==> src/common/flp_pkg.sv <==
/* Shared rounding mode type, exception flag positions and latency for the multiplier and its bench */
`default_nettype none

package flp_pkg;

  /* Rounding modes held in the CSR and applied by the rounder */
  typedef enum logic
  {
    RM_RNE = 1'b0,  /* Round to nearest, ties to even */
    RM_RTZ = 1'b1   /* Round toward zero, plain truncation */
  } flp_rmode_e;

  /* Width of the exception word, both pulse and sticky */
  localparam int FLG_W = 4;

  /* Bit positions inside the exception word */
  localparam int FLG_INVALID   = 0;  /* Infinity times zero */
  localparam int FLG_OVERFLOW  = 1;  /* Result exponent too large */
  localparam int FLG_UNDERFLOW = 2;  /* Result flushed to zero */
  localparam int FLG_INEXACT   = 3;  /* Nonzero bits were dropped */

  /*
   * Cycles from i_valid to o_valid: one for unpack, two for the core
   * and one for the rounder, with pack combinational at the end
   */
  localparam int FLP_LATENCY = 4;

endpackage

`default_nettype wire
==> src/common/flp_unp_if.sv <==
/* Unpacked operand or result bundle passed between multiplier stages, driver on src and reader on dst */
`timescale 1ns/1ns
`default_nettype none

interface flp_unp_if #(
  parameter int EWIDTH = 8,   /* Exponent width */
  parameter int SWIDTH = 23   /* Fraction width without the hidden one */
);

  logic              sn;     /* Sign */
  logic [EWIDTH-1:0] ex;     /* Biased exponent */
  logic [SWIDTH:0]   sg;     /* Significand with the hidden one on top */
  logic              zero;   /* Value is zero or was flushed to zero */
  logic              nan;    /* Value is NaN */
  logic              inf;    /* Value is infinity */
  logic              valid;  /* One-cycle strobe qualifying the fields above */

  modport src (output sn, ex, sg, zero, nan, inf, valid);  /* Stage that drives the bundle */
  modport dst (input  sn, ex, sg, zero, nan, inf, valid);  /* Stage that consumes it */

endinterface

`default_nettype wire

==> src/rtl/flp_mul_top.sv <==
/* Top level of the pipelined single precision multiplier, result four cycles after each i_valid */
`timescale 1ns/1ns
`default_nettype none

module flp_mul_top
  import flp_pkg::*;
#(
  parameter int EWIDTH = 8,   /* Exponent width */
  parameter int SWIDTH = 23   /* Fraction width */
)
(
  input  wire                     i_clk,       /* Clock */
  input  wire                     i_rst,       /* Synchronous reset, active high */
  input  wire                     i_valid,     /* Operand strobe, one op per cycle at most */
  input  wire [EWIDTH+SWIDTH:0]   i_a,         /* Operand A */
  input  wire [EWIDTH+SWIDTH:0]   i_b,         /* Operand B */
  input  wire                     i_rm_we,     /* Rounding mode write */
  input  var flp_rmode_e          i_rm,        /* Rounding mode value */
  input  wire                     i_flag_clr,  /* Sticky flag clear */
  output logic                    o_valid,     /* Result strobe, FLP_LATENCY after i_valid */
  output logic [EWIDTH+SWIDTH:0]  o_result,    /* Product word */
  output logic [FLG_W-1:0]        o_flags,     /* Sticky exception flags */
  output flp_rmode_e              o_rm         /* Current rounding mode */
);

  flp_unp_if #(.EWIDTH(EWIDTH), .SWIDTH(SWIDTH)) unp_a ();  /* Unpacked A */
  flp_unp_if #(.EWIDTH(EWIDTH), .SWIDTH(SWIDTH)) unp_b ();  /* Unpacked B */
  flp_unp_if #(.EWIDTH(EWIDTH), .SWIDTH(SWIDTH)) res ();    /* Rounded result */

  logic                     core_sn;
  logic                     core_zero;
  logic                     core_nan;
  logic                     core_inf;
  logic                     core_valid;
  logic                     core_invalid;
  logic signed [EWIDTH+1:0] core_ex_sum;
  logic [2*SWIDTH+1:0]      core_prod;
  logic [FLG_W-1:0]         exc;        /* Rounder pulse into the CSR */

  flp_unpack #(.EWIDTH(EWIDTH), .SWIDTH(SWIDTH)) u_unp_a (
    .i_clk(i_clk), .i_rst(i_rst), .i_valid(i_valid), .i_fpd(i_a), .o_unp(unp_a)
  );

  flp_unpack #(.EWIDTH(EWIDTH), .SWIDTH(SWIDTH)) u_unp_b (
    .i_clk(i_clk), .i_rst(i_rst), .i_valid(i_valid), .i_fpd(i_b), .o_unp(unp_b)
  );

  flp_mul_core #(.EWIDTH(EWIDTH), .SWIDTH(SWIDTH)) u_core (
    .i_clk(i_clk), .i_rst(i_rst), .i_a(unp_a), .i_b(unp_b),
    .o_sn(core_sn), .o_zero(core_zero), .o_nan(core_nan), .o_inf(core_inf),
    .o_valid(core_valid), .o_ex_sum(core_ex_sum), .o_prod(core_prod),
    .o_invalid(core_invalid)
  );

  flp_round #(.EWIDTH(EWIDTH), .SWIDTH(SWIDTH)) u_round (
    .i_clk(i_clk), .i_rst(i_rst), .i_sn(core_sn), .i_zero(core_zero),
    .i_nan(core_nan), .i_inf(core_inf), .i_valid(core_valid),
    .i_ex_sum(core_ex_sum), .i_prod(core_prod), .i_invalid(core_invalid),
    .i_rm(o_rm), .o_res(res), .o_exc(exc)
  );

  flp_pack #(.EWIDTH(EWIDTH), .SWIDTH(SWIDTH)) u_pack (
    .i_unp(res), .o_fpd(o_result)  /* Combinational after the rounder registers */
  );

  flp_csr u_csr (
    .i_clk(i_clk), .i_rst(i_rst), .i_rm_we(i_rm_we), .i_rm(i_rm),
    .i_flag_clr(i_flag_clr), .i_exc(exc), .o_rm(o_rm), .o_flags(o_flags)
  );

  assign o_valid = res.valid;

endmodule

`default_nettype wire

==> src/rtl/flp_csr.sv <==
/* Control and status registers holding the rounding mode and the sticky exception flags */
`timescale 1ns/1ns
`default_nettype none

module flp_csr
  import flp_pkg::*;
(
  input  wire                 i_clk,       /* Clock */
  input  wire                 i_rst,       /* Synchronous reset, active high */
  input  wire                 i_rm_we,     /* Write strobe for the mode register */
  input  var flp_rmode_e      i_rm,        /* New rounding mode */
  input  wire                 i_flag_clr,  /* Clears the sticky flags */
  input  wire [FLG_W-1:0]     i_exc,       /* Exception pulse from the rounder */
  output flp_rmode_e          o_rm,        /* Mode steering the rounder */
  output logic [FLG_W-1:0]    o_flags      /* Accumulated exceptions */
);

  /* Mode register, written on the edge after the strobe */
  always_ff @(posedge i_clk)
  begin
    if (i_rst)
      o_rm <= RM_RNE;  /* Default IEEE mode */
    else if (i_rm_we)
      o_rm <= i_rm;
  end

  /*
   * Sticky flags. A clear drops the old bits, but a pulse in the same
   * cycle is still ORed in, so a fresh exception is never lost
   */
  always_ff @(posedge i_clk)
  begin
    if (i_rst)
      o_flags <= '0;
    else
      o_flags <= (i_flag_clr ? '0 : o_flags) | i_exc;
  end

endmodule

`default_nettype wire

==> src/flp_mul/flp_pack.sv <==
/* Combinational pack stage that encodes final fields into an IEEE result word with special values */
`timescale 1ns/1ns
`default_nettype none

module flp_pack #(
  parameter int EWIDTH = 8,   /* Exponent width */
  parameter int SWIDTH = 23   /* Fraction width */
)
(
  flp_unp_if.dst                  i_unp,  /* Final fields from the rounder */
  output logic [EWIDTH+SWIDTH:0]  o_fpd   /* IEEE 754 result word */
);

  logic [EWIDTH-1:0] ex;    /* Encoded exponent */
  logic [SWIDTH-1:0] frac;  /* Encoded fraction, hidden one dropped */

  /* Specials force the exponent to one of its two reserved values */
  always_comb
  begin
    ex = i_unp.ex;
    if (i_unp.nan || i_unp.inf)
      ex = '1;
    else if (i_unp.zero)
      ex = '0;
  end

  /* NaN is canonical with every fraction bit set */
  always_comb
  begin
    frac = i_unp.sg[SWIDTH-1:0];
    if (i_unp.nan)
      frac = '1;
    else if (i_unp.inf || i_unp.zero)
      frac = '0;
  end

  assign o_fpd = {i_unp.sn, ex, frac};  /* Sign always passes through */

endmodule

`default_nettype wire

==> src/flp_mul/flp_round.sv <==
/* Registered normalize and round stage producing final fields and a one-cycle exception pulse word */
`timescale 1ns/1ns
`default_nettype none

module flp_round
  import flp_pkg::*;
#(
  parameter int EWIDTH = 8,   /* Exponent width */
  parameter int SWIDTH = 23   /* Fraction width */
)
(
  input  wire                          i_clk,      /* Clock */
  input  wire                          i_rst,      /* Synchronous reset, active high */
  input  wire                          i_sn,       /* Product sign */
  input  wire                          i_zero,     /* Product is zero */
  input  wire                          i_nan,      /* Product is NaN */
  input  wire                          i_inf,      /* Product is infinity */
  input  wire                          i_valid,    /* Core strobe */
  input  wire signed [EWIDTH+1:0]      i_ex_sum,   /* Biased exponent before normalizing */
  input  wire [2*SWIDTH+1:0]           i_prod,     /* Full significand product */
  input  wire                          i_invalid,  /* Infinity times zero */
  input  var flp_rmode_e               i_rm,       /* Current rounding mode */
  flp_unp_if.src                       o_res,      /* Final fields for pack */
  output logic [FLG_W-1:0]             o_exc       /* Exception pulse, valid with o_res.valid */
);

  localparam int PW = 2*SWIDTH+2;  /* Product width */
  localparam logic signed [EWIDTH+1:0] EXP_MAX = (1 << EWIDTH) - 1;  /* Reserved exponent */

  logic                     top;       /* Product lies in [2,4) */
  logic [PW-1:0]            prod_n;    /* Product with the leading one at the top */
  logic [SWIDTH:0]          mant;      /* Kept significand before rounding */
  logic                     guard;     /* First dropped bit */
  logic                     rnd;       /* Second dropped bit */
  logic                     sticky;    /* OR of the rest */
  logic                     inexact;
  logic                     round_up;
  logic [SWIDTH+1:0]        mant_r;    /* Rounded significand with carry bit */
  logic [SWIDTH:0]          mant_f;    /* Rounded and renormalized */
  logic signed [EWIDTH+1:0] ex_n;      /* Final unclamped exponent */
  logic                     ovf;
  logic                     unf;

  logic                     n_zero;    /* Next register values */
  logic                     n_nan;
  logic                     n_inf;
  logic [EWIDTH-1:0]        n_ex;
  logic [SWIDTH:0]          n_sg;
  logic [FLG_W-1:0]         n_exc;

  assign top    = i_prod[PW-1];
  assign prod_n = top ? i_prod : {i_prod[PW-2:0], 1'b0};  /* Same as a right shift of the kept bits */
  assign mant   = prod_n[PW-1 -: SWIDTH+1];
  assign guard  = prod_n[PW-SWIDTH-2];
  assign rnd    = prod_n[PW-SWIDTH-3];
  assign sticky = |prod_n[PW-SWIDTH-4:0];
  assign inexact = guard | rnd | sticky;

  /* Ties go to the even significand; RTZ never increments */
  assign round_up = (i_rm == RM_RNE) && guard && (rnd || sticky || mant[0]);
  assign mant_r   = {1'b0, mant} + {{(SWIDTH+1){1'b0}}, round_up};
  assign mant_f   = mant_r[SWIDTH+1] ? mant_r[SWIDTH+1:1] : mant_r[SWIDTH:0];  /* Carry out renormalizes */
  assign ex_n     = i_ex_sum + $signed({{(EWIDTH+1){1'b0}}, top})
                    + $signed({{(EWIDTH+1){1'b0}}, mant_r[SWIDTH+1]});
  assign ovf      = (ex_n >= EXP_MAX);
  assign unf      = (ex_n <= 0);  /* No subnormal output */

  always_comb
  begin
    n_zero = 1'b0;
    n_nan  = 1'b0;
    n_inf  = 1'b0;
    n_ex   = ex_n[EWIDTH-1:0];
    n_sg   = mant_f;
    n_exc  = '0;
    if (i_nan)
    begin
      n_nan = 1'b1;
      n_exc[FLG_INVALID] = i_invalid;  /* Only infinity times zero, NaN inputs stay quiet */
    end
    else if (i_inf)
      n_inf = 1'b1;
    else if (i_zero)
      n_zero = 1'b1;
    else if (ovf)
    begin
      n_exc[FLG_OVERFLOW] = 1'b1;
      n_exc[FLG_INEXACT]  = 1'b1;
      if (i_rm == RM_RNE)
        n_inf = 1'b1;
      else
      begin
        n_ex = {{(EWIDTH-1){1'b1}}, 1'b0};  /* Largest finite value */
        n_sg = '1;
      end
    end
    else if (unf)
    begin
      n_zero = 1'b1;  /* Signed zero, the sign is kept */
      n_exc[FLG_UNDERFLOW] = 1'b1;
      n_exc[FLG_INEXACT]   = 1'b1;
    end
    else
      n_exc[FLG_INEXACT] = inexact;
  end

  always_ff @(posedge i_clk)
  begin
    if (i_rst)
    begin
      o_res.valid <= 1'b0;
      o_exc       <= '0;
    end
    else
    begin
      o_res.valid <= i_valid;
      o_exc       <= i_valid ? n_exc : '0;  /* Pulse only alongside a result */
    end
  end

  always_ff @(posedge i_clk)
  begin
    o_res.sn   <= i_sn;
    o_res.ex   <= n_ex;
    o_res.sg   <= n_sg;
    o_res.zero <= n_zero;
    o_res.nan  <= n_nan;
    o_res.inf  <= n_inf;
  end

endmodule

`default_nettype wire

==> src/flp_mul/flp_mul_core.sv <==
/* Two-stage multiply core forming sign, biased exponent sum, significand product and special cases */
`timescale 1ns/1ns
`default_nettype none

module flp_mul_core #(
  parameter int EWIDTH = 8,   /* Exponent width */
  parameter int SWIDTH = 23   /* Fraction width */
)
(
  input  wire                          i_clk,      /* Clock */
  input  wire                          i_rst,      /* Synchronous reset, active high */
  flp_unp_if.dst                       i_a,        /* Unpacked operand A */
  flp_unp_if.dst                       i_b,        /* Unpacked operand B */
  output logic                         o_sn,       /* Product sign */
  output logic                         o_zero,     /* Product is zero */
  output logic                         o_nan,      /* Product is NaN */
  output logic                         o_inf,      /* Product is infinity */
  output logic                         o_valid,    /* Strobe for all outputs */
  output logic signed [EWIDTH+1:0]     o_ex_sum,   /* Sum of exponents with one bias removed */
  output logic [2*SWIDTH+1:0]          o_prod,     /* Full significand product */
  output logic                         o_invalid   /* Infinity times zero was seen */
);

  localparam logic signed [EWIDTH+1:0] BIAS = (1 << (EWIDTH-1)) - 1;  /* 127 for single */

  logic                     any_nan;   /* Either operand is NaN */
  logic                     inf_zero;  /* Infinity meets zero */
  logic                     any_inf;   /* Either operand is infinity */
  logic                     any_zero;  /* Either operand is zero */
  logic signed [EWIDTH+1:0] ex_sum;    /* Combinational exponent sum */

  logic                     s1_valid;  /* Stage one strobe */
  logic                     s1_sn;
  logic                     s1_zero;
  logic                     s1_nan;
  logic                     s1_inf;
  logic                     s1_inv;
  logic signed [EWIDTH+1:0] s1_ex;
  logic [SWIDTH:0]          s1_sg_a;   /* Significands held for the multiplier */
  logic [SWIDTH:0]          s1_sg_b;

  assign any_nan  = i_a.nan | i_b.nan;
  assign inf_zero = (i_a.inf & i_b.zero) | (i_b.inf & i_a.zero);  /* Invalid operation */
  assign any_inf  = i_a.inf | i_b.inf;
  assign any_zero = i_a.zero | i_b.zero;

  /* Two biased exponents carry the bias twice, so one copy is taken out */
  assign ex_sum = $signed({2'b00, i_a.ex}) + $signed({2'b00, i_b.ex}) - BIAS;

  always_ff @(posedge i_clk)
  begin
    if (i_rst)
    begin
      s1_valid <= 1'b0;
      o_valid  <= 1'b0;
    end
    else
    begin
      s1_valid <= i_a.valid & i_b.valid;  /* Both unpackers fire together */
      o_valid  <= s1_valid;
    end
  end

  /* Stage one resolves signs, exponents and the special cases */
  always_ff @(posedge i_clk)
  begin
    s1_sn   <= i_a.sn ^ i_b.sn;
    s1_ex   <= ex_sum;
    s1_nan  <= any_nan | inf_zero;                   /* NaN in or undefined product */
    s1_inv  <= inf_zero;
    s1_inf  <= any_inf & ~any_nan & ~inf_zero;       /* Infinity times nonzero */
    s1_zero <= any_zero & ~any_nan & ~any_inf;       /* Zero times finite */
    s1_sg_a <= i_a.sg;
    s1_sg_b <= i_b.sg;
  end

  /* Stage two carries the product and realigns the stage one results */
  always_ff @(posedge i_clk)
  begin
    o_prod    <= s1_sg_a * s1_sg_b;  /* Two SWIDTH+1 factors fill 2*SWIDTH+2 bits */
    o_sn      <= s1_sn;
    o_ex_sum  <= s1_ex;
    o_nan     <= s1_nan;
    o_inf     <= s1_inf;
    o_zero    <= s1_zero;
    o_invalid <= s1_inv;
  end

endmodule

`default_nettype wire

==> src/flp_mul/flp_unpack.sv <==
/* Registered unpack stage that splits one IEEE word into fields and zero, NaN and infinity marks */
`timescale 1ns/1ns
`default_nettype none

module flp_unpack #(
  parameter int EWIDTH = 8,   /* Exponent width */
  parameter int SWIDTH = 23   /* Fraction width */
)
(
  input  wire                     i_clk,    /* Clock */
  input  wire                     i_rst,    /* Synchronous reset, active high */
  input  wire                     i_valid,  /* Operand strobe */
  input  wire [EWIDTH+SWIDTH:0]   i_fpd,    /* IEEE 754 operand word */
  flp_unp_if.src                  o_unp     /* Unpacked operand for the core */
);

  logic [EWIDTH-1:0] ex;       /* Raw exponent field */
  logic [SWIDTH-1:0] frac;     /* Raw fraction field */
  logic              ex_zero;  /* Exponent is all zeros */
  logic              ex_ones;  /* Exponent is all ones */
  logic              frac_nz;  /* Fraction has any bit set */

  assign ex      = i_fpd[EWIDTH+SWIDTH-1:SWIDTH];  /* Exponent sits just under the sign */
  assign frac    = i_fpd[SWIDTH-1:0];
  assign ex_zero = (ex == '0);  /* Zero or subnormal, both flushed */
  assign ex_ones = &ex;         /* Infinity or NaN */
  assign frac_nz = |frac;

  /* Only the strobe carries state through reset */
  always_ff @(posedge i_clk)
  begin
    if (i_rst)
      o_unp.valid <= 1'b0;
    else
      o_unp.valid <= i_valid;
  end

  always_ff @(posedge i_clk)
  begin
    o_unp.sn   <= i_fpd[EWIDTH+SWIDTH];     /* Sign is the top bit */
    o_unp.ex   <= ex;
    o_unp.sg   <= {~ex_zero, frac};         /* Hidden one only for normal numbers */
    o_unp.zero <= ex_zero;                  /* Subnormal fractions are ignored */
    o_unp.inf  <= ex_ones & ~frac_nz;
    o_unp.nan  <= ex_ones & frac_nz;
  end

endmodule

`default_nettype wire

==> config.mk <==
export PLATFORM = sky130hd
export DESIGN_NAME = flp_mul_top
export DESIGN_NICKNAME = d
export VERILOG_FILES = /design/src/common/flp_pkg.sv /design/src/common/flp_unp_if.sv /design/src/rtl/flp_mul_top.sv /design/src/rtl/flp_csr.sv /design/src/flp_mul/flp_pack.sv /design/src/flp_mul/flp_round.sv /design/src/flp_mul/flp_mul_core.sv /design/src/flp_mul/flp_unpack.sv
export SDC_FILE = /design/constraint.sdc
export NUM_CORES = 2
export LEC_CHECK = 0
export ABC_AREA = 0
export BUFFER_PORTS_ARGS = -buffer_cell sky130_fd_sc_hd__buf_2
export CAP_MARGIN = 20
export CORE_ASPECT_RATIO = 0.6
export CORE_MARGIN = 2
export CORE_UTILIZATION = 43
export DETAILED_ROUTE_END_ITERATION = 10
export GPL_TIMING_DRIVEN = 0
export PLACE_DENSITY_LB_ADDON = 0.08
export SYNTH_ARGS = -nofsm -noshare
export SYNTH_HDL_FRONTEND = slang
export SYNTH_SLANG_ARGS = --single-unit
==> constraint.sdc <==
create_clock -name i_clk -period 7.54 [get_ports i_clk]
set_input_delay 0.754 -clock i_clk [delete_from_list [all_inputs] [get_ports i_clk]]
set_output_delay 0.754 -clock i_clk [all_outputs]
set_load 0.02 [all_outputs]
==> metrics.txt <==
Final HPWL DP=76600 µm; I/O pin count=108; Synth Flop Type=dfxtp_1; core footprint=0.0610 mm²; GR Util met2=36.3%; Post-synth EDFFs=0; routed vias=19700; Final ANT Viol Nets=0; critical path class=reg2reg; die area=0.0640 mm²; Final Setup Violations=0; clock latency on the worst-skew pair=0.57 ns; fillcell total=5860; Area Growth Syn to Fin=10.6%; synthesized area=0.0266 mm²; TritonCTS Buffers=24; number of port buffers=106; nets@finish=3724; Data arrival, critical path=7.86 ns; die height=197 µm; synth unique cells=64; startpoint class of the critical path=register; Worst Setup EP=u_core.o_prod[47]$_DFF_P_; clk slew on worst S/H paths=0.06 ns; CTS Hold Bufs=0; R2R Path End=u_core.o_prod[47]$_DFF_P_; first-pass GRT wire length=138000 µm; Final Critical Period=7.40 ns; RR Startpoint=u_core.s1_sg_a[10]$_DFF_P_; initial antenna violation count=3; Mapped Avg Cell Area=9.32 µm²; final WL=93100 µm; DR pass1 iterations=5; GR Overflow Total=0; yosys warns=0; worst min path class=in2reg; ratio of cells with drive above 1 in the final layout=10.4%; Setup Skew=0.0120 ns; DRC=0; wire per inst=24.2 µm; RSZ-0062 raised after global routing=true; status=finished clean; Rows=70; Die Width=325 µm; max-cap violations=0; Mapped Cells=2857; Setup Buffers After CTS=0; Synth Register Bits=246; CP endpoint kind=register; Most Crowded Layer GR=met1; initial DRC count=1613; met1 GRT Util=44.9%; CTS tree=done; Slew HR=38.4%; vias in the first global route=20800; gpl congestion=0.960; period utilization=98.1%; register area share after synthesis=18.5%; GRT met3 Usage=18.0%; R2R depth=23; post-layout util=48.2%; Hold Vio Cnt, Final=0; Overall Global Routing Usage=30.0%; root buf cell=clkbuf_16; R2R setup slack=0.14 ns; max-slew violation count=0; Crit Path Max Fanout=10; Mapped Nets=3596; Max Clk Rate=135 MHz; Area after DPL=0.0282 mm²; H-tree depth=1; final setup TNS=0 ns; crit path from=u_core.s1_sg_a[10]$_DFF_P_; Worst-Margin Slew=0.923 ns; Bufs on Longest Clock Path=3; CTS Sinks=246; largest net degree at the start of global routing=20; Initial Utilization=43.6%; vias per cell=5.12; Post-synth ARST share=0%; final instance area=0.0295 mm²; critical path data required time=8.00 ns; most common cell after layout, fill and taps aside=inv_1; most frequent cells in the layout=575 x inv_1, 479 x fa_1, 364 x nand2_1
==> kinds of logic after synthesis <==
logic type	Yosys count	synth area share (%)
adders and majority gates	669	45.1
AOI/OAI and AO/OA	238	5.68
and+or+nand+nor	881	16.7
xor gates and xnor gates	97	3.19
DFF	246	18.5
buffers and inverters	706	10.1
muxes	20	0.771
==> registers in the layout (all words and copies together), names as in the netlist, 8 cells and up <==
signal and count:
u_unp_b.o_unp.sg 24, u_core.o_ex_sum 10, u_round.o_res.sg 23, u_unp_a.o_unp.sg 24, u_core.o_prod 48, u_round.o_res.ex 8, u_core.s1_sg_a 24, u_unp_b.o_unp.ex 8
u_core.s1_ex 10, u_unp_a.o_unp.ex 8, u_core.s1_sg_b 24
==> Yosys cell counts, types with 4 or more instances <==
library cell,count,area share [%]
o21a_1,4,0.11
nand4_1,16,0.38
and2_1,311,7.3
mux2i_1,16,0.60
a31oi_1,11,0.26
ha_1,185,8.7
nand3_1,33,0.62
clkbuf_1,118,1.7
o211ai_1,8,0.23
nand2_1,365,5.1
a211oi_1,9,0.25
a21o_1,44,1.2
o21bai_1,13,0.37
nor3_1,16,0.30
nor2b_1,6,0.14
nor2_1,66,0.93
buf_2,5,0.094
o21ai_0,52,0.98
a21oi_1,66,1.2
and4_1,4,0.13
or3_1,9,0.21
inv_1,575,8.1
xnor2_1,60,2.0
mux2_2,4,0.17
and3_1,5,0.12
fa_1,484,36
dfxtp_1,246,18
nand2b_1,7,0.16
nor4_1,26,0.61
xor2_1,37,1.2
==> how the worst min path moves through the flow <==
stage | startpoint | end | slack (ns) | depth (start not counted)
after CTS | i_b[31] | u_unp_b.o_unp.sn$_DFF_P_ | 0.26 | 1
final | i_b[31] | u_unp_b.o_unp.sn$_DFF_P_ | 0.29 | 1
after detailed placement | u_core.s1_ex[0]$_DFF_P_ | u_core.o_ex_sum[0]$_DFF_P_ | 0.31 | 0
after floorplan | u_core.s1_ex[0]$_DFF_P_ | u_core.o_ex_sum[0]$_DFF_P_ | 0.31 | 0
after global routing | i_b[31] | u_unp_b.o_unp.sn$_DFF_P_ | 0.26 | 1
after global placement | u_unp_b.o_unp.sg[8]$_DFF_P_ | u_core.s1_sg_b[8]$_DFF_P_ | 0.31 | 0
==> stage by stage <==
stage          hold slack (ns)  instances  worst slack (ns)
2_1_floorplan            0.310       2857             0.938
3_3_place_gp             0.310       3791             -1.11
3_5_place_dp             0.312       3791             -1.07
4_1_cts                  0.259       3834           0.00165
5_1_grt                  0.258       3831            -0.133
6_report                 0.287       3838             0.141
==> worst max-delay path, cell delays in order, from the launching register on <==
cell	delay, ns
dfxtp_1	0.51
clkbuf_4	0.40
nand2_1	0.11
fa_1	0.50
inv_1	0.06
fa_1	0.55
inv_1	0.10
fa_1	0.54
inv_1	0.06
fa_1	0.46
fa_1	0.52
fa_1	0.55
inv_1	0.05
fa_2	0.63
inv_1	0.07
ha_2	0.43
a21oi_2	0.09
o21ai_1	0.21
o311ai_2	0.18
a41oi_2	0.41
o21ai_2	0.14
a211oi_1	0.46
a211oi_2	0.10
xnor2_1	0.15
==> metal layers <==
metal / routed length, µm / up-vias
li1: - / 8880
met1: 44300 / 9758
met2: 31600 / 941
met3: 15700 / 83
met4: 1410 / 2
met5: 91 / -
==> timing repair <==
item / CTS / global route
resized for setup: 92 / 203
endpoints found under the setup margin: 25 / 36
gates cloned: 0 / 0
pin swaps: 0 / 3
==> final cells by class <==
cell class | count | area [µm²] | share of cell area, %
multi-input combinational | 1905 | 19100 | 64.9
sequential | 246 | 4980 | 16.9
inverter | 576 | 2160 | 7.34
tap | 828 | 1040 | 3.52
buffer | 126 | 746 | 2.53
clock buffer | 31 | 667 | 2.26
timing repair buffer | 106 | 531 | 1.80
clock inverter | 13 | 204 | 0.692
antenna | 7 | 17.5 | 0.0595
Power is left out: the tool's default activity adds up to more than one toggle a clock period on the data nets, which glitch-free logic cannot reach.
